`src/source/bp_pkg.sv`:
```
// Sizes and enums shared by every block of the branch target buffer
// Set index is a 5-bit XOR hash of the word address, common to all ways
// Tag width assumes full 32-bit PCs with no virtual address trimming

package bp_pkg;

    ////////////////////////////////////////////////////////////
    // Geometry

    localparam int ADDR_W = 32;
    localparam int WAYS   = 2;
    localparam int SET_W  = 5;
    localparam int SETS   = 2 ** SET_W;

    // Upper PC bits above the index and the byte offset
    localparam int TAG_W = ADDR_W - SET_W - 2;

    // Fetch identifiers in flight
    localparam int ID_W    = 3;
    localparam int MAX_IDS = 8;

    ////////////////////////////////////////////////////////////
    // Encodings

    // 2-bit saturating counter, top bit is the predicted direction
    typedef enum logic [1:0] {
        ctr_strong_nt = 2'b00,
        ctr_weak_nt   = 2'b01,
        ctr_weak_t    = 2'b10,
        ctr_strong_t  = 2'b11
    } ctr_t;

    // Update channel sequencer
    typedef enum logic [1:0] {
        upd_idle  = 2'b00,
        upd_read  = 2'b01,
        upd_write = 2'b10,
        upd_ack   = 2'b11
    } upd_state_t;

endpackage

```
`src/source/bp_hit_select.sv`:
```
// Merges the way outputs, expects at most one way_hit bit set
// All prediction fields read zero on a miss or when no lookup is pending

`timescale 1ns/10ps

module bp_hit_select (
    input  logic                                      lookup_valid_q,
    input  logic [bp_pkg::WAYS-1:0]                   way_hit,
    input  logic [bp_pkg::WAYS-1:0][bp_pkg::ADDR_W-1:0] way_target,
    input  bp_pkg::ctr_t [bp_pkg::WAYS-1:0]           way_ctr,
    input  logic [bp_pkg::WAYS-1:0]                   way_is_branch,
    input  logic [bp_pkg::WAYS-1:0]                   way_is_call,
    input  logic [bp_pkg::WAYS-1:0]                   way_is_return,
    output logic                                      pred_valid,
    output logic                                      pred_hit,
    output logic [bp_pkg::ADDR_W-1:0]                 pred_target,
    output logic                                      pred_taken,
    output logic                                      pred_is_branch,
    output logic                                      pred_is_call,
    output logic                                      pred_is_return,
    output logic [bp_pkg::WAYS-1:0]                   hit_way,
    output bp_pkg::ctr_t                              hit_ctr
);

    logic [1:0] ctr_bits;

    // Only a pending lookup can hit
    assign hit_way    = way_hit & {bp_pkg::WAYS{lookup_valid_q}};
    assign pred_valid = lookup_valid_q;
    assign pred_hit   = |hit_way;

    // One-hot AND-OR mux
    always_comb begin
        pred_target    = '0;
        ctr_bits       = '0;
        pred_is_branch = 1'b0;
        pred_is_call   = 1'b0;
        pred_is_return = 1'b0;
        for (int w = 0; w < bp_pkg::WAYS; w++) begin
            if (hit_way[w]) begin
                pred_target    = pred_target | way_target[w];
                ctr_bits       = ctr_bits | way_ctr[w];
                pred_is_branch = pred_is_branch | way_is_branch[w];
                pred_is_call   = pred_is_call | way_is_call[w];
                pred_is_return = pred_is_return | way_is_return[w];
            end
        end
    end

    assign hit_ctr    = bp_pkg::ctr_t'(ctr_bits);
    assign pred_taken = ctr_bits[1];

endmodule

```
`config.mk`:
```
export PLATFORM = sky130hd
export DESIGN_NAME = bp_hit_select
export DESIGN_NICKNAME = d
export VERILOG_FILES = /design/src/source/bp_pkg.sv /design/src/source/bp_hit_select.sv
export SDC_FILE = /design/constraint.sdc
export NUM_CORES = 1
export LEC_CHECK = 0
export ABC_AREA = 1
export BUFFER_PORTS_ARGS = -buffer_cell sky130_fd_sc_hd__buf_2
export CAP_MARGIN = 0
export CORE_UTILIZATION = 30
export DETAILED_ROUTE_END_ITERATION = 7
export GPL_TIMING_DRIVEN = 0
export PLACE_DENSITY = 0.9
export SYNTH_ARGS = -nofsm -noshare
export SYNTH_HDL_FRONTEND = slang
export SYNTH_SLANG_ARGS = --single-unit
```
`constraint.sdc`:
```
create_clock -name vclk -period 1.2
set_input_delay 0.24 -clock vclk [all_inputs]
set_output_delay 0.24 -clock vclk [all_outputs]
set_load 0.02 [all_outputs]
```
==> impl_metrics.yaml <==
grt:
  grt_max_degree: 11
  grt_pass1_wl_um: 4470
  grt_remaining_overflow: 0
  first_global_vias: 1135
  grt_use_total_pct: 21.8
  antenna_found_initial: 0
setup_path:
  crit_arrival_ps: 900
  cp-start-kind: "input port"
  crit_slowest_cell: "buf_2"
  cp_slowest_stage_delay_ps: 150
  path_buf_inv: 4
  cp-end-kind: "output port"
  cp_cell_sequence: "buf_6, buf_6, nand3_1, nand2_1, buf_4, buf_2"
  required_ps: 960
  path_delay_family: "buffers and inverters"
  cpMostUsedCell: "buf_6"
  cp_max_fo: 10
  path_depth: 6
  critPathKind: "input port to output port"
timing:
  worst-slew-pin-transition_ps: 193
  hold_viol_final: 0
  grt_setup_unrepaired: "no"
  fmax_mhz: 879
  relSlewSlack_pct: 87.2
  fin_crit_ps: 1140
  tns_ps: 0
  finalCritPeriodShare_pct: 94.9
  final-max-slew-violation-count: 0
  setup_viol: 0
yosys:
  synth_top_cell_area_share_pct: 56.4
  synth_largest_area_cell: "nand3_1"
  yosysMostFrequentCell: "nand3_1"
  synth_cell_types: 7
  synth_commonest_cells: "nand3_1 (74), nand2_1 (40), buf_2 (7)"
  syn_area_per_cell_um2: 4.90
  synthesis.area_um2: 657
  synthTopCellsByArea: "nand3_1 (56%), nand2_1 (23%), buf_4 (6.9%)"
  ys_seq_area_share_pct: 0
  yosysWarnings: 0
  synth_nets: 211
  synthCells: 134
routing:
  drtIter0Drc: 24
  ant_nets: 0
  wirelength_um: 2700
  drtPass1Iterations: 4
  vias_per_cell: 4.74
  remaining_drc_errors: 0
  wire_per_inst_um: 9.76
  vias: 1314
cts:
  cts_hold_buf: 0
  post_cts_buffers: 0
  cts_resized: 0
place:
  portBuffers: 116
  gp_congestion: 0.758
  hpwl_um: 2150
die:
  core_mm2: 0.00200
  rows: 16
  dieArea_mm2: 0.00238
  ios: 119
  start_util_pct: 32.8
  die_y_um: 48.8
  fp.dieW_um: 48.8
run_status:
  status: "finished clean"
worst_hold_path:
  whs_endpoint: "pred_valid"
  min_from: "lookup_valid_q"
  whs_path_depth: 2
  hold_path.class: "input port to output port"
cells_and_area:
  clkbuf_count: 0
  final_nets: 329
  syn2layout_area_growth_pct: 95.4
  antenna_cells: 0
  seq_cells: 0
  seqCellArea_um2: 0
  drive_above_1_share_pct: 54.4
  fillers: 229
power:
  p_leak_nw: 0.905
  power_density_mw_per_mm2: 419
  total_power_uw: 538
  vdd_ir_drop_max_uv: 269
flow_run:
  max_cap_violations: 0
layer usage:
metal	wire length, µm	track usage (%)	part of all wire [%]	vias up
met3	309	3.43	11	4
met4	22	2.94	0.81	0
met2	1300	41.7	48	80
li1	-	-	-	689
met5	0	0	0	-
met1	1080	25.7	40	541
metrics by stage:
stage	util, %	setup WS, ps	area (µm²)	hold WS (ps)	std cells
2_1_floorplan	-	71.0	657	593	134
3_3_place_gp	63.5	38.6	1270	697	277
3_5_place_dp	63.5	32.5	1270	699	277
4_1_cts	63.5	30.7	1270	701	277
5_1_grt	64.1	2.32	1280	706	277
6_report	64.1	61.8	1280	699	277
layout by cell type (no fill, tap or decap):
cell type | Yosys | layout
inv_2 | 2 | 2
nand2_1 | 40 | 40
clkbuf_2 | 0 | 1
buf_6 | 4 | 5
buf_4 | 6 | 8
nand3_1 | 74 | 74
buf_2 | 7 | 120
report_power, final:
part | internal (mW) | leakage [nW] | switching [mW] | total (mW)
logic | 0.234 | 0.905 | 0.304 | 0.538
registers | 0 | 0 | 0 | 0
clock network | 0 | 0 | 0 | 0
cell families after synthesis:
| group | Yosys count | share of synthesized area (%) |
|---|---|---|
| buffers and inverters | 20 | 20.8 |
| and+or+nand+nor | 114 | 79.2 |
worst max-delay path by stage:
stage                   start         endpoint
2_1_floorplan  lookup_valid_q       hit_ctr[1]
3_3_place_gp       way_hit[1]  pred_target[15]
3_5_place_dp       way_hit[1]   pred_target[2]
4_1_cts            way_hit[1]   pred_target[2]
5_1_grt            way_hit[1]   pred_target[4]
6_report       lookup_valid_q       hit_ctr[1]
area by class of cell:
class | count | area (µm²) | share of cell area, %
plain buffers | 18 | 141 | 11.0
repair buffers | 116 | 581 | 45.2
well taps | 27 | 33.8 | 2.63
multi-input cells | 114 | 520 | 40.5
inverters | 2 | 7.51 | 0.585
Power figures use the tool's default switching activity.
