--- config.mk ---
export PLATFORM = sky130hd
export DESIGN_NAME = bp_way_bank
export DESIGN_NICKNAME = d
export VERILOG_FILES = /design/src/source/bp_pkg.sv /design/src/source/bp_way_bank.sv
export SDC_FILE = /design/constraint.sdc
export NUM_CORES = 2
export LEC_CHECK = 0
export BUFFER_PORTS_ARGS = -buffer_cell sky130_fd_sc_hd__buf_2
export CORE_ASPECT_RATIO = 0.5
export CORE_MARGIN = 4
export CORE_UTILIZATION = 40
export CTS_BUF_LIST = sky130_fd_sc_hd__clkbuf_4 sky130_fd_sc_hd__clkbuf_8
export DETAILED_ROUTE_END_ITERATION = 10
export PLACE_DENSITY = 0.63
export SKIP_CTS_REPAIR_TIMING = 1
export SLEW_MARGIN = 5
export SYNTH_ARGS = -nofsm -noshare
export SYNTH_HDL_FRONTEND = slang
export SYNTH_SLANG_ARGS = --single-unit
--- constraint.sdc ---
create_clock -name clk -period 10.05 [get_ports clk]
set_clock_uncertainty 0.15 [all_clocks]
set_input_delay 0.5025 -clock clk [delete_from_list [all_inputs] [get_ports clk]]
set_output_delay 0.5025 -clock clk [all_outputs]
set_load 0.02 [all_outputs]
--- src/source/bp_pkg.sv ---
// Sizes and enums shared by every block of the branch target buffer
// Set index is a 5-bit XOR hash of the word address, common to all ways
// Tag width assumes full 32-bit PCs with no virtual address trimming

package bp_pkg;

    ////////////////////////////////////////////////////////////
    // Geometry

    localparam int ADDR_W = 32;
    localparam int WAYS   = 2;
    localparam int SET_W  = 5;
    localparam int SETS   = 2 ** SET_W;

    // Upper PC bits above the index and the byte offset
    localparam int TAG_W = ADDR_W - SET_W - 2;

    // Fetch identifiers in flight
    localparam int ID_W    = 3;
    localparam int MAX_IDS = 8;

    ////////////////////////////////////////////////////////////
    // Encodings

    // 2-bit saturating counter, top bit is the predicted direction
    typedef enum logic [1:0] {
        ctr_strong_nt = 2'b00,
        ctr_weak_nt   = 2'b01,
        ctr_weak_t    = 2'b10,
        ctr_strong_t  = 2'b11
    } ctr_t;

    // Update channel sequencer
    typedef enum logic [1:0] {
        upd_idle  = 2'b00,
        upd_read  = 2'b01,
        upd_write = 2'b10,
        upd_ack   = 2'b11
    } upd_state_t;

endpackage

--- src/source/bp_way_bank.sv ---
// One way of the BTB, one entry per set, synchronous read every cycle
// A write and a read of the same set in one cycle return the old entry
// Target store is written only with write_en and target_write_en together

`timescale 1ns/10ps

module bp_way_bank (
    input  logic                      clk,
    input  logic                      rst_n,
    input  logic [bp_pkg::SET_W-1:0]  rd_set,
    input  logic [bp_pkg::TAG_W-1:0]  lookup_tag_q,
    input  logic [bp_pkg::SET_W-1:0]  wr_set,
    input  logic [bp_pkg::TAG_W-1:0]  wr_tag,
    input  logic                      write_en,
    input  logic                      target_write_en,
    input  bp_pkg::ctr_t              wr_ctr,
    input  logic [bp_pkg::ADDR_W-1:0] wr_target,
    input  logic                      wr_is_branch,
    input  logic                      wr_is_call,
    input  logic                      wr_is_return,
    output logic                      way_hit,
    output logic [bp_pkg::ADDR_W-1:0] way_target,
    output bp_pkg::ctr_t              way_ctr,
    output logic                      way_is_branch,
    output logic                      way_is_call,
    output logic                      way_is_return
);

    logic [bp_pkg::SETS-1:0] valid_q;
    logic                    rd_valid_q;

    // Entry layout is tag, branch, call, return, counter
    logic [bp_pkg::TAG_W+4:0]  meta_mem [bp_pkg::SETS];
    logic [bp_pkg::TAG_W+4:0]  meta_q;
    logic [bp_pkg::ADDR_W-1:0] target_mem [bp_pkg::SETS];
    logic [bp_pkg::ADDR_W-1:0] target_q;

    ////////////////////////////////////////////////////////////
    // Valid bits

    always_ff @(posedge clk) begin
        if (!rst_n) begin
            valid_q    <= '0;
            rd_valid_q <= 1'b0;
        end else begin
            rd_valid_q <= valid_q[rd_set];
            if (write_en) begin
                valid_q[wr_set] <= 1'b1;
            end
        end
    end

    ////////////////////////////////////////////////////////////
    // Entry stores

    always_ff @(posedge clk) begin
        if (write_en) begin
            meta_mem[wr_set] <= {wr_tag, wr_is_branch, wr_is_call, wr_is_return, wr_ctr};
        end
        meta_q <= meta_mem[rd_set];
    end

    always_ff @(posedge clk) begin
        if (write_en && target_write_en) begin
            target_mem[wr_set] <= wr_target;
        end
        target_q <= target_mem[rd_set];
    end

    // Compare against the tag that was registered with the read
    assign way_hit       = rd_valid_q && (meta_q[bp_pkg::TAG_W+4:5] == lookup_tag_q);
    assign way_target    = target_q;
    assign way_is_branch = meta_q[4];
    assign way_is_call   = meta_q[3];
    assign way_is_return = meta_q[2];
    assign way_ctr       = bp_pkg::ctr_t'(meta_q[1:0]);

endmodule

==> reports/results.ini <==
[setup_path]
crit_chain = xnor2_1 > nand4_1 > nor4_1 > buf_2
crit_type = reg2out
cpPeakStageDelay_ns = 0.48
ff2ff_path_depth = 3
crit_path_top_delay_cell = nand4_1
reg2reg_to = way_target[2]$_DFF_P_
reg2reg_slack_ns = 8.09
cp_data_arrival_time_ns = 2.73
start_kind = register
cp_max_fo = 1
worst_ep_required_time_ns = 9.40
worst_r2r_startpoint = target_mem[31][2]$_DFFE_PP_
cp-end-kind = output port

[layout]
area.growth.synth_to_final_pct = 14.0
nets = 3632
layout.cells.non_filler = 6376
stdcell_area_mm2 = 0.0890
fillers = 15900
multi_input_area_mm2 = 0.0161
ff_latch_area_mm2 = 0.0615
drive_gt1_share_pct = 39.2

[place]
dp.cells = 5761
dpl_cell_area_mm2 = 0.0823
port_buffers = 138
place_congestion = 0.708
dp_hpwl_um = 81300
place_ws_ns = 5.54

[global_route]
antenna_found_initial = 5
grtUsageTotal_pct = 18.7
grt_pass1_vias = 37100
grt-ovfl-total = 0
grt_max_degree = 137
grt_pass1_wl_um = 270000

[yosys]
syn-cell-area_mm2 = 0.0781
ys_async_sr_fraction_pct = 0
synth_area_leaders = edfxtp_1, mux4_2, dfxtp_1
synth_cell_types = 30
synthCells = 3089
syn_nets = 3190
synth_edf_count = 1984
synthTopCellsByCount = edfxtp_1, mux4_2, dfxtp_1, clkbuf_1, mux2_2
avgSynthCellArea_um2 = 25.3
synth-seq-cells = 2079
synth.most_common_cell = edfxtp_1
ys_seq_area_share_pct = 78.7
yosys.area.top_type = edfxtp_1
yosysWarnings = 0
synth_ff_type = edfxtp_1
yosysTopAreaCellShare_pct = 76.3

[power]
ir_drop_uv = 155
seqPwrFrac_pct = 55.9
power.leakage_uw = 0.0278
p_int_uw = 13600
power.density_mw_per_mm2 = 194
comb_power_share_pct = 4.8
switching_share_pct = 20.9
power.switching_uw = 3610
pwr-share-clk_pct = 39.3

[floorplan]
die_area_mm2 = 0.203
die_h_um = 320
ios = 139
initial_core_util_pct = 40.3
core_mm2 = 0.194
die_w_um = 633
rows = 114

[sta]
setup-violations-final = 0
holdWs_ns = 0.140
layout_min_cycle_time_ns = 3.38
slew_violations = 0
fmax_mhz = 296
worstMarginPinSlew_ns = 1.12
relSlewSlack_pct = 25.5
worst_slack_ns = 6.67
finalHoldViolations = 0
fin_tns_setup_ns = 0
grt_setup_unrepaired = false
period_share_pct = 33.6

[route]
vias = 35600
first_pass_iters = 6
drtIter0Drc = 4119
post-route-drc-count = 0
wl_per_cell_um = 29.8
ant_nets = 0
wirelength_um = 190000
avgViaCountPerCell = 5.59

[min_path]
hp-start = rd_set[2]
whs_path_depth = 2
holdPathEnd = meta_q[0]$_DFF_P_
hp-class = in2reg

[clock_tree]
max-clock-path-buffers = 4
clock-root-buffer = clkbuf_8
cts_sinks = 2079
htree_num_levels = 5
path_clk_slew_ns = 0.06
cts_buffers = 315
clk_latency_ns = 1.01
cts_tree = yes

[flow_run]
drv_cap = 0

[run_status]
status = completed

stage by stage:
step                utilization [%]  power (uW)
detailed placement             42.5       10600
global route                   45.9       17900
global placement               42.5       10600
CTS                            45.6       17400
finish                         46.0       17200
floorplan                         -       10300
critical path: cells and delay by family, from the launching register on:
| kind | cells | cell delay, ns |
|---|---|---|
| simple gates | 2 | 0.87 |
| buf+inv | 1 | 0.22 |
| flops | 1 | 0.37 |
| xor+xnor | 1 | 0.26 |
cell usage in the layout, fill, tap and decap left out, drive strengths merged, types with 6 or more instances in the layout:
master       instances
xor2                16
mux4               626
clkinvlp             6
diode                7
buf                219
nor2                34
dfxtp               95
mux2                60
dlygate4sd3         63
xnor2                9
clkbuf             481
mux2i                7
and2                32
edfxtp            1984
o21a                32
clkinv              57
sequential cells by signal, summed over array words and instances, names as in the netlist:
| register | flops |
|---|---|
| meta_q | 30 |
| target_mem | 1024 |
| way_target | 32 |
| meta_mem | 960 |
| rd_valid_q | 1 |
| valid_q | 32 |
logic make-up after synthesis:
kind of cell              count (synthesis)  synth area share (%)
xor gates and xnor gates                 25                 0.280
AOI/OAI and AO/OA                        39                 0.372
and+or+nand+nor                          94                 0.644
DFF                                    2079                  78.7
muxes                                   693                  19.0
buffers and inverters                   159                 0.984
power groups by stage:
stage               registers (uW)  clock network (uW)  logic (uW)
detailed placement            9840                   0         813
CTS                           9650                6920         814
global route                  9650                7350         882
global placement              9830                   0         793
finish                        9650                6780         825
floorplan                     9830                   0         491
routing by layer:
| metal | global-route usage, % | wire [um] | part of all wire (%) |
|---|---|---|---|
| met5 | 0 | 0 | 0 |
| met4 | 7.10 | 6120 | 3.2 |
| met3 | 2.97 | 12700 | 6.7 |
| met2 | 31.2 | 96300 | 51 |
| met1 | 25.0 | 74800 | 39 |
worst max path at each step:
stage	to	slack, ns	start	cells after the start
after floorplan	target_mem[20][0]$_DFFE_PP_	6.05	wr_set[1]	4
after global placement	meta_q[18]$_DFF_P_	5.57	rd_set[0]	6
after detailed placement	meta_q[8]$_DFF_P_	5.54	rd_set[0]	6
after CTS	way_hit	6.48	meta_q[8]$_DFF_P_	4
after global routing	meta_q[17]$_DFF_P_	6.39	rd_set[0]	6
final	way_hit	6.67	meta_q[8]$_DFF_P_	4
cell type report:
cell class / instances / share of cell area [%]
Clock buffer: 480 / 6.45
Antenna cell: 7 / 0.0197
Tap cell: 2610 / 3.67
Inverter: 1 / 0.00422
Timing Repair Buffer: 283 / 2.28
Sequential cell: 2079 / 69.1
Multi-Input combinational cell: 851 / 18.1
Clock inverter: 65 / 0.375
(Power assumes the default switching activity.)
