[config.mk]
export PLATFORM = sky130hd
export DESIGN_NAME = bp_update_ctrl
export DESIGN_NICKNAME = d
export VERILOG_FILES = /design/src/source/bp_pkg.sv /design/src/source/bp_update_ctrl.sv
export SDC_FILE = /design/constraint.sdc
export NUM_CORES = 1
export LEC_CHECK = 0
export ABC_AREA = 1
export BUFFER_PORTS_ARGS = -buffer_cell sky130_fd_sc_hd__buf_4
export CAP_MARGIN = 20
export CORE_MARGIN = 1.5
export CORE_UTILIZATION = 58
export CTS_CLUSTER_SIZE = 8
export DETAILED_ROUTE_END_ITERATION = 16
export GPL_ROUTABILITY_DRIVEN = 0
export PLACE_DENSITY = 0.82
export SKIP_CTS_REPAIR_TIMING = 1
export SYNTH_ARGS = -nofsm -noshare
export SYNTH_HDL_FRONTEND = slang
export SYNTH_SLANG_ARGS = --single-unit
[constraint.sdc]
create_clock -name clk -period 1.7 [get_ports clk]
set_input_delay 0.17 -clock clk [delete_from_list [all_inputs] [get_ports clk]]
set_output_delay 0.17 -clock clk [all_outputs]
set_load 0.05 [all_outputs]
[src/source/bp_pkg.sv]
// Sizes and enums shared by every block of the branch target buffer
// Set index is a 5-bit XOR hash of the word address, common to all ways
// Tag width assumes full 32-bit PCs with no virtual address trimming

package bp_pkg;

    ////////////////////////////////////////////////////////////
    // Geometry

    localparam int ADDR_W = 32;
    localparam int WAYS   = 2;
    localparam int SET_W  = 5;
    localparam int SETS   = 2 ** SET_W;

    // Upper PC bits above the index and the byte offset
    localparam int TAG_W = ADDR_W - SET_W - 2;

    // Fetch identifiers in flight
    localparam int ID_W    = 3;
    localparam int MAX_IDS = 8;

    ////////////////////////////////////////////////////////////
    // Encodings

    // 2-bit saturating counter, top bit is the predicted direction
    typedef enum logic [1:0] {
        ctr_strong_nt = 2'b00,
        ctr_weak_nt   = 2'b01,
        ctr_weak_t    = 2'b10,
        ctr_strong_t  = 2'b11
    } ctr_t;

    // Update channel sequencer
    typedef enum logic [1:0] {
        upd_idle  = 2'b00,
        upd_read  = 2'b01,
        upd_write = 2'b10,
        upd_ack   = 2'b11
    } upd_state_t;

endpackage

[src/source/bp_update_ctrl.sv]
// Records each lookup outcome by fetch id, replays it on the update channel
// Four-phase req/ack, upd_ack rises 3 cycles after upd_req is seen in idle
// Victim pointer only moves when an update allocates a new entry

`timescale 1ns/10ps

module bp_update_ctrl (
    input  logic                    clk,
    input  logic                    rst_n,
    input  logic                    lookup_valid_q,
    input  logic [bp_pkg::ID_W-1:0] lookup_id_q,
    input  logic                    pred_hit,
    input  logic [bp_pkg::WAYS-1:0] hit_way,
    input  bp_pkg::ctr_t            hit_ctr,
    input  logic                    upd_req,
    input  logic [bp_pkg::ID_W-1:0] upd_id,
    input  logic                    upd_taken,
    input  logic                    upd_is_branch,
    output logic                    upd_ack,
    output logic                    retired,
    output logic [bp_pkg::WAYS-1:0] way_write_en,
    output logic                    target_write_en,
    output bp_pkg::ctr_t            wr_ctr
);

    bp_pkg::upd_state_t state_q;
    bp_pkg::upd_state_t state_d;

    // Per-id lookup record
    logic                    meta_hit_mem [bp_pkg::MAX_IDS];
    logic [bp_pkg::WAYS-1:0] meta_way_mem [bp_pkg::MAX_IDS];
    bp_pkg::ctr_t            meta_ctr_mem [bp_pkg::MAX_IDS];

    logic                    meta_hit_q;
    logic [bp_pkg::WAYS-1:0] meta_way_q;
    bp_pkg::ctr_t            meta_ctr_q;

    logic [bp_pkg::WAYS-1:0] victim_q;
    logic [bp_pkg::WAYS-1:0] sel_way;
    logic                    in_write;

    ////////////////////////////////////////////////////////////
    // Metadata table

    always_ff @(posedge clk) begin
        if (lookup_valid_q) begin
            meta_hit_mem[lookup_id_q] <= pred_hit;
            meta_way_mem[lookup_id_q] <= hit_way;
            meta_ctr_mem[lookup_id_q] <= hit_ctr;
        end
        if (state_q == bp_pkg::upd_read) begin
            meta_hit_q <= meta_hit_mem[upd_id];
            meta_way_q <= meta_way_mem[upd_id];
            meta_ctr_q <= meta_ctr_mem[upd_id];
        end
    end

    ////////////////////////////////////////////////////////////
    // Update sequencer

    always_comb begin
        state_d = state_q;
        case (state_q)
            bp_pkg::upd_idle:  if (upd_req) state_d = bp_pkg::upd_read;
            bp_pkg::upd_read:  state_d = bp_pkg::upd_write;
            bp_pkg::upd_write: state_d = bp_pkg::upd_ack;
            // Hold ack until the requester lets go
            bp_pkg::upd_ack:   if (!upd_req) state_d = bp_pkg::upd_idle;
            default:           state_d = bp_pkg::upd_idle;
        endcase
    end

    always_ff @(posedge clk) begin
        if (!rst_n) begin
            state_q     <= bp_pkg::upd_idle;
            victim_q    <= '0;
            victim_q[0] <= 1'b1;
        end else begin
            state_q <= state_d;
            // Rotate on allocation only
            if (in_write && !meta_hit_q) begin
                victim_q <= {victim_q[bp_pkg::WAYS-2:0], victim_q[bp_pkg::WAYS-1]};
            end
        end
    end

    assign in_write = (state_q == bp_pkg::upd_write);
    assign upd_ack  = (state_q == bp_pkg::upd_ack);

    ////////////////////////////////////////////////////////////
    // Counter and write enables

    always_comb begin
        if (!meta_hit_q) begin
            wr_ctr = upd_taken ? bp_pkg::ctr_strong_t : bp_pkg::ctr_strong_nt;
        end else begin
            case (meta_ctr_q)
                bp_pkg::ctr_strong_nt: wr_ctr = upd_taken ? bp_pkg::ctr_weak_nt : bp_pkg::ctr_strong_nt;
                bp_pkg::ctr_weak_nt:   wr_ctr = upd_taken ? bp_pkg::ctr_weak_t : bp_pkg::ctr_strong_nt;
                bp_pkg::ctr_weak_t:    wr_ctr = upd_taken ? bp_pkg::ctr_strong_t : bp_pkg::ctr_weak_nt;
                default:               wr_ctr = upd_taken ? bp_pkg::ctr_strong_t : bp_pkg::ctr_weak_t;
            endcase
        end
    end

    // Recorded hit way wins, else the current victim
    assign sel_way      = meta_hit_q ? meta_way_q : victim_q;
    assign way_write_en = sel_way & {bp_pkg::WAYS{in_write}};

    // Keep the old target unless the direction flipped
    assign target_write_en = in_write && (!meta_hit_q || (meta_ctr_q[1] ^ wr_ctr[1]));
    assign retired         = in_write && meta_hit_q && upd_is_branch;

endmodule

==> flow_summary.yaml <==
critical_path:
  worstSetupStartpointType: "flop"
  number_of_cells_traversed_by_the_worst_register_to_register_path: 7
  critical_path_required_ps: 1530
  arrival_ps: 1440
  crit_path_max_fanout: 5
  regToRegSetupSlack_ps: 430
  crit-reg2reg-launch: "state_q[1]"
  worst_setup_path_end_kind: "output port"
  rr_endpoint: "state_q[1]"
  worst-setup-path-type: "flop to output port"
clock_tree:
  clock_sink_count: 49
  clock_latency_ps: 300
  tritoncts: "yes"
  cts-htree-levels: 2
  ctsLongestPathBuffers: 2
  clockRootBuffer: "clkbuf_8"
  clk_pin_slew_ps: 80
  cts_buffer_count: 5
cells_and_area:
  drive_above_1_share_pct: 13.3
  postLayoutCellArea_um2: 2590
  post-route-util_pct: 69.6
  num_antenna_cells: 0
  area_growth_pct: 13.1
  finalNonFillerCells: 319
  multiInputGateArea_um2: 619
  num-nets-final: 292
  num-fill-cells: 278
  final-seq-area_um2: 1430
detailed_routing:
  vias: 1563
  final_antenna_net_count: 0
  detailed_route_wl_um: 3950
  via_per_inst: 4.90
  drt_iter0_drc: 52
  post_drt_wl_per_cell_um: 12.4
  drt_first_pass_iters: 4
  drcViolationCount: 0
floorplanning:
  num_io_pins: 24
  floorplan.die.height_um: 65.8
  die_area_um2: 4330
  core_area_um2: 3720
  initial_utilization_pct: 61.5
  die_width_um: 65.8
  fp-row-count: 22
power_and_ir_drop:
  irDropWorstVdd_v: 0.000718
  total_leakage_power_nw: 1.22
  power_per_cell_area_nw_per_um2: 1080
grt:
  grt_antenna_before_repair: 0
  grt_overflow_total: 0
  grt_pass1_vias: 1369
  largest_net_degree_at_the_start_of_global_routing: 22
  grt_pass1_wl_um: 6300
  grt_util_all_layers_pct: 20.8
place:
  port_buffers: 23
  dpl-instance-area_um2: 2480
  placed_cells: 311
  detailedPlacementHpwl_um: 2670
logic_synthesis:
  avgSynthCellArea_um2: 9.37
  synth_sequential_area_ratio_pct: 62.6
  synthesis.instances: 244
  synth.ff_latch_count: 49
  count_of_different_cell_masters_after_synthesis: 20
  synth-warning-count: 0
  yosys_top_cell_area_share_pct: 59.1
  synth_area_leader_cell: "edfxtp_1"
  synth_nets: 266
  netlist_area_um2: 2290
  synth_top_cells_by_area: "edfxtp_1 (59%), nand2_1 (13%), inv_1 (8.7%)"
sta:
  final_clock_skew_ps: 4.60
  max_slew_violation_count: 0
  max_freq_mhz: 621
  timing.max_slew.rel_slack_pct: 62.4
  setup_viol_count_final: 0
  hold_viol_final: 0
  tightest_slew_ps: 562
  unrepaired_setup_endpoints_after_global_routing: "no"
  final.min_clock_period_ps: 1610
  final.period_utilization_pct: 94.7
run:
  max_cap_viol_count: 0
worst_hold_path:
  hold_path_class: "input pin to flop"
  min_delay_worst_endpoint: "victim_q[0]"
  hold_start: "rst_n"
  min_delay_path_depth: 2
run_status:
  status: "finished, final reports clean"
==> power breakdown <==
group	leakage, nW	switching, mW	internal [mW]
sequential	0.444	0.0708	1.44
combinational	0.739	0.417	0.218
clock	0.0395	0.348	0.292
total	1.22	0.835	1.95
==> cells in the final DEF, fill, tap and decap left out <==
cell type	netlist	routed
inv_1	53	52
nand3_1	25	25
a21boi_1	1	1
nand2_1	79	79
nor2_1	13	13
dfxtp_2	0	2
or2_2	1	1
edfxtp_1	45	45
buf_4	2	22
ha_4	0	1
o211ai_1	1	1
buf_6	2	2
a21oi_1	2	2
ha_1	5	4
inv_2	1	2
clkinv_1	1	1
dfxtp_1	4	2
and3_1	1	1
o21ai_0	5	5
nor2_2	1	1
clkbuf_1	0	3
nor3_1	1	1
clkbuf_8	0	5
==> how the worst max path moves through the flow <==
stage / start / endpoint / slack, ps / depth (start not counted)
5_1_grt: state_q[0] / way_write_en[1] / 10 / 7
2_1_floorplan: state_q[0] / target_write_en / 90 / 4
3_5_place_dp: state_q[0] / way_write_en[1] / 320 / 7
3_3_place_gp: state_q[0] / state_q[0] / 390 / 5
6_report: state_q[0] / way_write_en[1] / 90 / 7
4_1_cts: state_q[0] / way_write_en[1] / -10 / 7
==> sequential cells by signal (all words and copies together), names as in the netlist <==
name,cells
meta_ctr_mem,16
meta_ctr_q,2
meta_hit_mem,8
meta_hit_q,1
meta_way_mem,16
meta_way_q,2
state_q,2
victim_q,2
==> kinds of logic (layout without fill, tap and decap cells) <==
family	after synthesis	count (layout)	synth area share (%)
AND/OR/NAND/NOR	121	121	21.6
flip-flops	49	49	62.6
buffers and inverters	60	87	10.9
adder cells (fa/ha/maj)	5	5	2.74
AO/OA/AOI/OAI	9	9	2.19
==> critical path, stage by stage (launching register included) <==
cell	delay [ps]
dfxtp_2	350
inv_2	90
ha_4	150
inv_1	60
nor2_2	150
nand2_1	90
nand2_1	80
buf_6	160
==> cell usage after synthesis <==
| cell type | number |
|---|---|
| nand3_1 | 25 |
| edfxtp_1 | 45 |
| nor2_2 | 1 |
| buf_4 | 2 |
| buf_2 | 1 |
| clkinv_1 | 1 |
| o21ai_0 | 5 |
| inv_1 | 53 |
| a21boi_1 | 1 |
| o211ai_1 | 1 |
| nor2_1 | 13 |
| nand2_1 | 79 |
| and3_1 | 1 |
| a21oi_1 | 2 |
| dfxtp_1 | 4 |
| nor3_1 | 1 |
| or2_2 | 1 |
| buf_6 | 2 |
| ha_1 | 5 |
| inv_2 | 1 |
==> cell type report <==
type | instances | share of cell area, %
multi-input cells | 135 | 23.9
well taps | 48 | 2.32
flip-flops and latches | 49 | 55.4
clock buffers | 8 | 3.09
inverters | 55 | 7.98
repair buffers | 24 | 7.25
==> per-layer routing <==
metal	GRT usage (%)	wire, um
met1	26.1	1660
met2	32.2	1880
met3	6.30	292
met4	12.0	114
met5	0	0
==> through the flow <==
stage / hold WS, ps / worst slack (ps) / TNS [ps] / total power [mW]
floorplan: 254 / 88.0 / 0 / 1.96
global placement: 409 / 392 / 0 / 2.12
detailed placement: 413 / 324 / 0 / 2.13
CTS: 94.3 / -11.7 / -16.6 / 2.76
global route: 103 / 9.66 / 0 / 2.91
finish: 103 / 90.9 / 0 / 2.78
Power figures use the tool's default switching activity.
