**src/source/bp_pkg.sv**
```systemverilog
// Sizes and enums shared by every block of the branch target buffer
// Set index is a 5-bit XOR hash of the word address, common to all ways
// Tag width assumes full 32-bit PCs with no virtual address trimming

package bp_pkg;

    ////////////////////////////////////////////////////////////
    // Geometry

    localparam int ADDR_W = 32;
    localparam int WAYS   = 2;
    localparam int SET_W  = 5;
    localparam int SETS   = 2 ** SET_W;

    // Upper PC bits above the index and the byte offset
    localparam int TAG_W = ADDR_W - SET_W - 2;

    // Fetch identifiers in flight
    localparam int ID_W    = 3;
    localparam int MAX_IDS = 8;

    ////////////////////////////////////////////////////////////
    // Encodings

    // 2-bit saturating counter, top bit is the predicted direction
    typedef enum logic [1:0] {
        ctr_strong_nt = 2'b00,
        ctr_weak_nt   = 2'b01,
        ctr_weak_t    = 2'b10,
        ctr_strong_t  = 2'b11
    } ctr_t;

    // Update channel sequencer
    typedef enum logic [1:0] {
        upd_idle  = 2'b00,
        upd_read  = 2'b01,
        upd_write = 2'b10,
        upd_ack   = 2'b11
    } upd_state_t;

endpackage

```
**src/source/bp_index_hash.sv**
```systemverilog
// Set index is word address bits XOR the next SET_W bits, same for every way
// Lookup tag, id and valid are delayed one cycle to meet the RAM read data
// Update side is combinational, upd_pc must be stable while upd_req is high

`timescale 1ns/10ps

module bp_index_hash (
    input  logic                      clk,
    input  logic                      rst_n,
    input  logic                      lookup_valid,
    input  logic [bp_pkg::ADDR_W-1:0] lookup_pc,
    input  logic [bp_pkg::ID_W-1:0]   lookup_id,
    input  logic [bp_pkg::ADDR_W-1:0] upd_pc,
    output logic [bp_pkg::SET_W-1:0]  rd_set,
    output logic [bp_pkg::TAG_W-1:0]  lookup_tag_q,
    output logic [bp_pkg::ID_W-1:0]   lookup_id_q,
    output logic                      lookup_valid_q,
    output logic [bp_pkg::SET_W-1:0]  wr_set,
    output logic [bp_pkg::TAG_W-1:0]  wr_tag
);

    // Fold the two lowest SET_W-wide groups of the word address
    function automatic logic [bp_pkg::SET_W-1:0] set_hash(
        input logic [bp_pkg::ADDR_W-1:0] pc
    );
        return pc[bp_pkg::SET_W+1:2] ^ pc[2*bp_pkg::SET_W+1:bp_pkg::SET_W+2];
    endfunction

    function automatic logic [bp_pkg::TAG_W-1:0] pc_tag(
        input logic [bp_pkg::ADDR_W-1:0] pc
    );
        return pc[bp_pkg::ADDR_W-1:bp_pkg::SET_W+2];
    endfunction

    assign rd_set = set_hash(lookup_pc);
    assign wr_set = set_hash(upd_pc);
    assign wr_tag = pc_tag(upd_pc);

    // Lookup stage register
    always_ff @(posedge clk) begin
        if (!rst_n) begin
            lookup_valid_q <= 1'b0;
        end else begin
            lookup_valid_q <= lookup_valid;
        end
    end

    always_ff @(posedge clk) begin
        lookup_tag_q <= pc_tag(lookup_pc);
        lookup_id_q  <= lookup_id;
    end

endmodule

```
**config.mk**
```make
export PLATFORM = sky130hd
export DESIGN_NAME = bp_index_hash
export DESIGN_NICKNAME = d
export VERILOG_FILES = /design/src/source/bp_pkg.sv /design/src/source/bp_index_hash.sv
export SDC_FILE = /design/constraint.sdc
export NUM_CORES = 1
export LEC_CHECK = 0
export BUFFER_PORTS_ARGS = -buffer_cell sky130_fd_sc_hd__buf_2
export CELL_PAD_IN_SITES_DETAIL_PLACEMENT = 1
export CELL_PAD_IN_SITES_GLOBAL_PLACEMENT = 1
export CORE_UTILIZATION = 18
export CTS_BUF_LIST = sky130_fd_sc_hd__clkbuf_8
export CTS_CLUSTER_SIZE = 40
export DETAILED_ROUTE_END_ITERATION = 6
export PLACE_DENSITY_LB_ADDON = 0.1
export SYNTH_ARGS = -nofsm -noshare
export SYNTH_HDL_FRONTEND = slang
export SYNTH_SLANG_ARGS = --single-unit
export TNS_END_PERCENT = 1
```
**constraint.sdc**
```tcl
create_clock -name clk -period 0.8 [get_ports clk]
set_clock_uncertainty 0.2 [all_clocks]
set_input_delay 0.16 -clock clk [delete_from_list [all_inputs] [get_ports clk]]
set_output_delay 0.16 -clock clk [all_outputs]
set_load 0.03 [all_outputs]
```
==> results of run 1 <==
[cell usage in the layout (no fill, tap or decap)]
cell	Yosys	routed
buf_6	0	53
and2_1	1	1
buf_4	25	3
clkbuf_8	0	5
buf_2	0	34
inv_1	0	1
xor2_2	0	9
dfxtp_2	0	29
buf_8	0	1
xor2_4	0	1
clkinv_2	0	2
[layer usage]
metal / vias to the layer above / share of wire / GRT usage
met5: - / 0 / 0
met2: 56 / 0.55 / 0.157
met1: 310 / 0.30 / 0.0779
met3: 5 / 0.12 / 0.0413
li1: 307 / - / -
met4: 0 / 0.028 / 0.0667
[power by group]
part	leakage [nW]	internal, mW	switching [mW]
sequential	0.245	1.54	0.0336
combinational	0.537	0.418	0.432
clock	0.0491	0.588	0.523
[worst max-delay path by stage]
stage | endpoint | slack [ps] | depth (start not counted)
after floorplan | rd_set[1] | -50 | 1
after global placement | rd_set[0] | -200 | 3
after detailed placement | rd_set[0] | -200 | 3
after CTS | lookup_valid_q | -300 | 1
after global routing | lookup_tag_q[9] | -320 | 1
final | lookup_tag_q[11] | -280 | 1
[registers in the layout, indices dropped and copies added (netlist names)]
name,cells
lookup_id_q,3
lookup_tag_q,25
lookup_valid_q,1
[final cells by class]
cell class                      instances  area, µm²
Tap cell                               52       65.1
Sequential cell                        29        617
Fill cell                             482       2730
Multi-Input combinational cell         11        180
Clock inverter                          3       13.8
Timing Repair Buffer                   91        805
Clock buffer                            5       68.8
[cell families (layout without fill, tap and decap cells)]
kind of cell / count (synthesis) / count (layout)
buffers and inverters: 25 / 99
XOR/XNOR: 10 / 10
flip-flops: 29 / 29
AND/OR/NAND/NOR: 1 / 1
[timing repair]
item	4_1_cts	5_1_grt
resized for setup	125	0
endpoints found under the hold margin	29	29
pin swaps	5	0
setup endpoints to repair	44	39
[stage by stage]
stage	area, µm²	hold slack [ps]	util	setup WS (ps)	power [mW]
final	1750	-218	0.391	-282	3.53
after detailed placement	1290	63.9	0.287	-203	2.21
after floorplan	948	-12.3	-	-54.3	2.13
after global placement	1290	62.5	0.287	-200	2.20
after CTS	1750	-230	0.391	-299	3.62
after global routing	1750	-239	0.391	-322	3.74
==> flow_summary.toml, run 1 <==
[timing]
period_share = 1.35
final-max-slew-violation-count = 0
fin_ws_ps = -282
fin_setup_tns_ps = -9120
max-slew-margin-rel = 0.895
rsz0062_at_grt = "true"
hold_viol_final = 29
worstMarginPinSlew_ps = 159
setup_violations = 39
fin_crit_ps = 1080
fmax_ghz = 0.924
hold_ws_ps = -218

[detailed_routing]
vias = 678
drtIter0Drc = 17
drc_errors = 7
antenna_left = 0
drtPass1Iterations = 5
via_per_inst = 3.55
wl_per_cell_um = 11.0
routed_wirelength_mm = 2.10

[yosys]
post-synth-top-area-cell = "dfxtp_1"
ys_seq_area_frac = 0.673
synth_top_flop_cell = "dfxtp_1"
syn_area_per_cell_um2 = 13.3
synthesis.nets = 135
async_flop_share = 0
synthTopCellsByCount = "dfxtp_1, buf_4, xor2_1"
synthAdderAreaFrac = 0
synthCells = 65
synth_mux_area_frac = 0
synth-edff-count = 0
synthDistinctLibCells = 4
synth_xor_area_frac = 0.102
synth_area_leaders = "dfxtp_1, buf_4, xor2_1"
ys_ff_latch = 29
syn_area_um2 = 862
synth_compound_area_frac = 0
synth_top_family_by_area = "buffers and inverters"
yosys_warnings = 0
yosys.area_share.simple = 0.00726
synth_top_area_frac = 0.673
synth.most_common_cell = "dfxtp_1"

[die]
ios = 134
coreArea_mm2 = 0.00447
start_util = 0.193
dieHeight_um = 71.2
die_x_um = 71.2
rows = 24
dieArea_mm2 = 0.00507

[cts]
numCtsBuffers = 5
post_cts_buffers = 0
clk_pin_slew_ps = 60
cts_tree = "done"
h-tree-depth = 2
cts.sinks = 29
clock_path_buffers = 2
clockRootBuffer = "clkbuf_8"

[worst_setup_path]
startpoint = "lookup_tag_q[11]"
critPathLaunchType = "register"
cpPeakStageDelay_ps = 320
path_cells = "buf_6"
crit_arrival_ps = 720
path_class = "reg2out"
slowest_stage = "dfxtp_2"
cp-end-kind = "output pin"
path_buf_inv = 1
critical_path.top_delay_family = "flip-flops"
cp.required_ps = 440
crit_fanout = 1

[min_path]
hold_end = "lookup_tag_q[16]"
hold_depth = 1
min_path_type = "in2reg"
hold_start = "lookup_pc[23]"

[final_layout]
drive_gt1_frac = 0.986
area_delta_synth_final_pct = 103
nets = 208
finalNonFillerCells = 191
antenna_cells = 0

[place]
gp_congestion = 0.599
dp_hpwl_mm = 1.64
placedCellCount = 183
port_buffers = 89

[pwr]
cellLeakagePower_nw = 0.831
vdd_drop_max_mv = 0.674
power_density_mw_per_mm2 = 2020

[global_route]
grt_start_max_net_pins = 10
grt.total_usage = 0.0887
antenna_found_initial = 0
overflow = 0
grt_pass1_vias = 735
grt_pass1_wl_mm = 3.31

[flow_run]
maxCapViolCount = 0

[run_status]
outcome = "complete, but fails checks"
violations = "DRC, hold timing, setup timing"
(Power assumes the default switching activity.)
==> inputs of run 2 (changes only) <==
--- a/config.mk
+++ b/config.mk
@@ -7,10 +7,9 @@
 export LEC_CHECK = 0
 export BUFFER_PORTS_ARGS = -buffer_cell sky130_fd_sc_hd__buf_2
 export CELL_PAD_IN_SITES_DETAIL_PLACEMENT = 1
-export CELL_PAD_IN_SITES_GLOBAL_PLACEMENT = 1
-export CORE_UTILIZATION = 18
+export CELL_PAD_IN_SITES_GLOBAL_PLACEMENT = 2
+export CORE_UTILIZATION = 13
 export CTS_BUF_LIST = sky130_fd_sc_hd__clkbuf_8
-export CTS_CLUSTER_SIZE = 40
 export DETAILED_ROUTE_END_ITERATION = 6
 export PLACE_DENSITY_LB_ADDON = 0.1
 export SYNTH_ARGS = -nofsm -noshare
==> run 2 against run 1 <==
Against the previous run: the flow finishes with violations (hold timing, setup timing); non-clock buffer count is the same; hold slack lost 2.7 ps; clock-buffer cell count grew 1; critical endpoint is now lookup_tag_q[0]; total power grew 13%; via count grew 1.6%; highest routed layer unchanged; sequential cell count is the same; die area grew 37%; worst setup slack lost 8.5 ps; first-iteration DRC count shrank 76%.
==> flow_summary.toml, run 2 (same netlist as run 1, synthesis figures left out) <==
[run_status]
outcome = "complete, but fails checks"
violations = "hold timing, setup timing"

[worst_setup_path]
critical_path.top_delay_family = "flip-flops"
path_cells = "buf_6"
crit_arrival_ps = 730
cp.required_ps = 440
path_buf_inv = 1
slowest_stage = "dfxtp_2"
path_class = "reg2out"
crit_fanout = 1
cp-end-kind = "output pin"
critPathLaunchType = "register"
cpPeakStageDelay_ps = 330

[timing]
fin_crit_ps = 1090
fin_ws_ps = -290
max-slew-margin-rel = 0.899
rsz0062_at_grt = "true"
fmax_ghz = 0.917
final-max-slew-violation-count = 0
hold_viol_final = 29
worstMarginPinSlew_ps = 152
fin_setup_tns_ps = -9290
setup_violations = 39
period_share = 1.36
hold_ws_ps = -220

[pwr]
power_density_mw_per_mm2 = 2190
finalPower_mw = 3.99
cellLeakagePower_nw = 0.847
vdd_drop_max_mv = 0.688

[die]
dieHeight_um = 83.4
rows = 29
ios = 134
die_x_um = 83.4
coreArea_mm2 = 0.00639
start_util = 0.135
dieArea_mm2 = 0.00696

[place]
dp_hpwl_mm = 1.80
placedCellCount = 208
port_buffers = 89
place_area_mm2 = 0.00132
gp_congestion = 0.659

[final_layout]
nFillCells = 697
largest-register = "lookup_tag_q"
largest_reg_flops = 25
nets = 208
area_delta_synth_final_pct = 111
regArea_um2 = 617
finalNonFillerCells = 216
multi_input_area_um2 = 180
largest_registers = "lookup_tag_q (25), lookup_id_q (3), lookup_valid_q (1)"
final_common_cell = "buf_6"
drive_gt1_frac = 0.986
antenna_cells = 0
finalInstanceArea_mm2 = 0.00182
layout_common_cells = "buf_6, buf_2, dfxtp_2"

[cts]
clockRootBuffer = "clkbuf_8"
numCtsBuffers = 5
clock_path_buffers = 2
cts.sinks = 29
clk_pin_slew_ps = 70
cts_tree = "done"
h-tree-depth = 2
post_cts_buffers = 0

[global_route]
antenna_found_initial = 0
grt.total_usage = 0.0710
overflow = 0
grt_pass1_wl_mm = 3.77
grt_pass1_vias = 783
grt_start_max_net_pins = 10

[detailed_routing]
vias = 689
drc_errors = 0
antenna_left = 0
routed_wirelength_mm = 2.33
drtIter0Drc = 4
drtPass1Iterations = 4
via_per_inst = 3.19
wl_per_cell_um = 10.8

[min_path]
min_path_type = "in2reg"

[flow_run]
maxCapViolCount = 0
## run 2: layer usage
| layer | routed length, µm | vias up | share of wire | global-route usage |
|---|---|---|---|---|
| met5 | 0 | - | 0 | 0 |
| met4 | 82 | 0 | 0.035 | 0.0539 |
| met3 | 208 | 9 | 0.089 | 0.0278 |
| met2 | 1340 | 50 | 0.58 | 0.132 |
| met1 | 695 | 323 | 0.30 | 0.0600 |
| li1 | - | 307 | - | - |
## run 2: final timing paths
kind              slack (ps)              end       startpoint  cells after the start
setup / recovery        -290  lookup_tag_q[0]  lookup_tag_q[0]                      1
hold / removal          -220  lookup_tag_q[6]    lookup_pc[13]                      1
## run 2: layout make-up
cell class	instances	area share
clock inverter	2	0.0185
multi-input combinational	11	0.0988
sequential	29	0.338
tap	77	0.0528
clock buffer	6	0.0453
timing repair buffer	91	0.446
## run 2: where the power goes
group	total (mW)	internal (mW)	leakage [nW]	switching, mW
logic	0.853	0.422	0.540	0.431
registers	1.57	1.54	0.245	0.0351
clock network	1.56	1.00	0.0626	0.558
total	3.99	2.96	0.847	1.03
## run 2: stage by stage
stage          hold WS [ps]  utilization  setup WS (ps)
2_1_floorplan         -12.3            -          -54.3
3_3_place_gp           62.7        0.206           -202
3_5_place_dp           63.9        0.206           -216
4_1_cts                -235        0.285           -303
5_1_grt                -237        0.285           -322
6_report               -220        0.285           -290
## run 2: timing repair
action                                  in CTS  in global routing
hold endpoints to repair                    29                 29
pin swaps                                    7                  0
endpoints found under the setup margin      44                 39
gates resized for setup                    127                  0
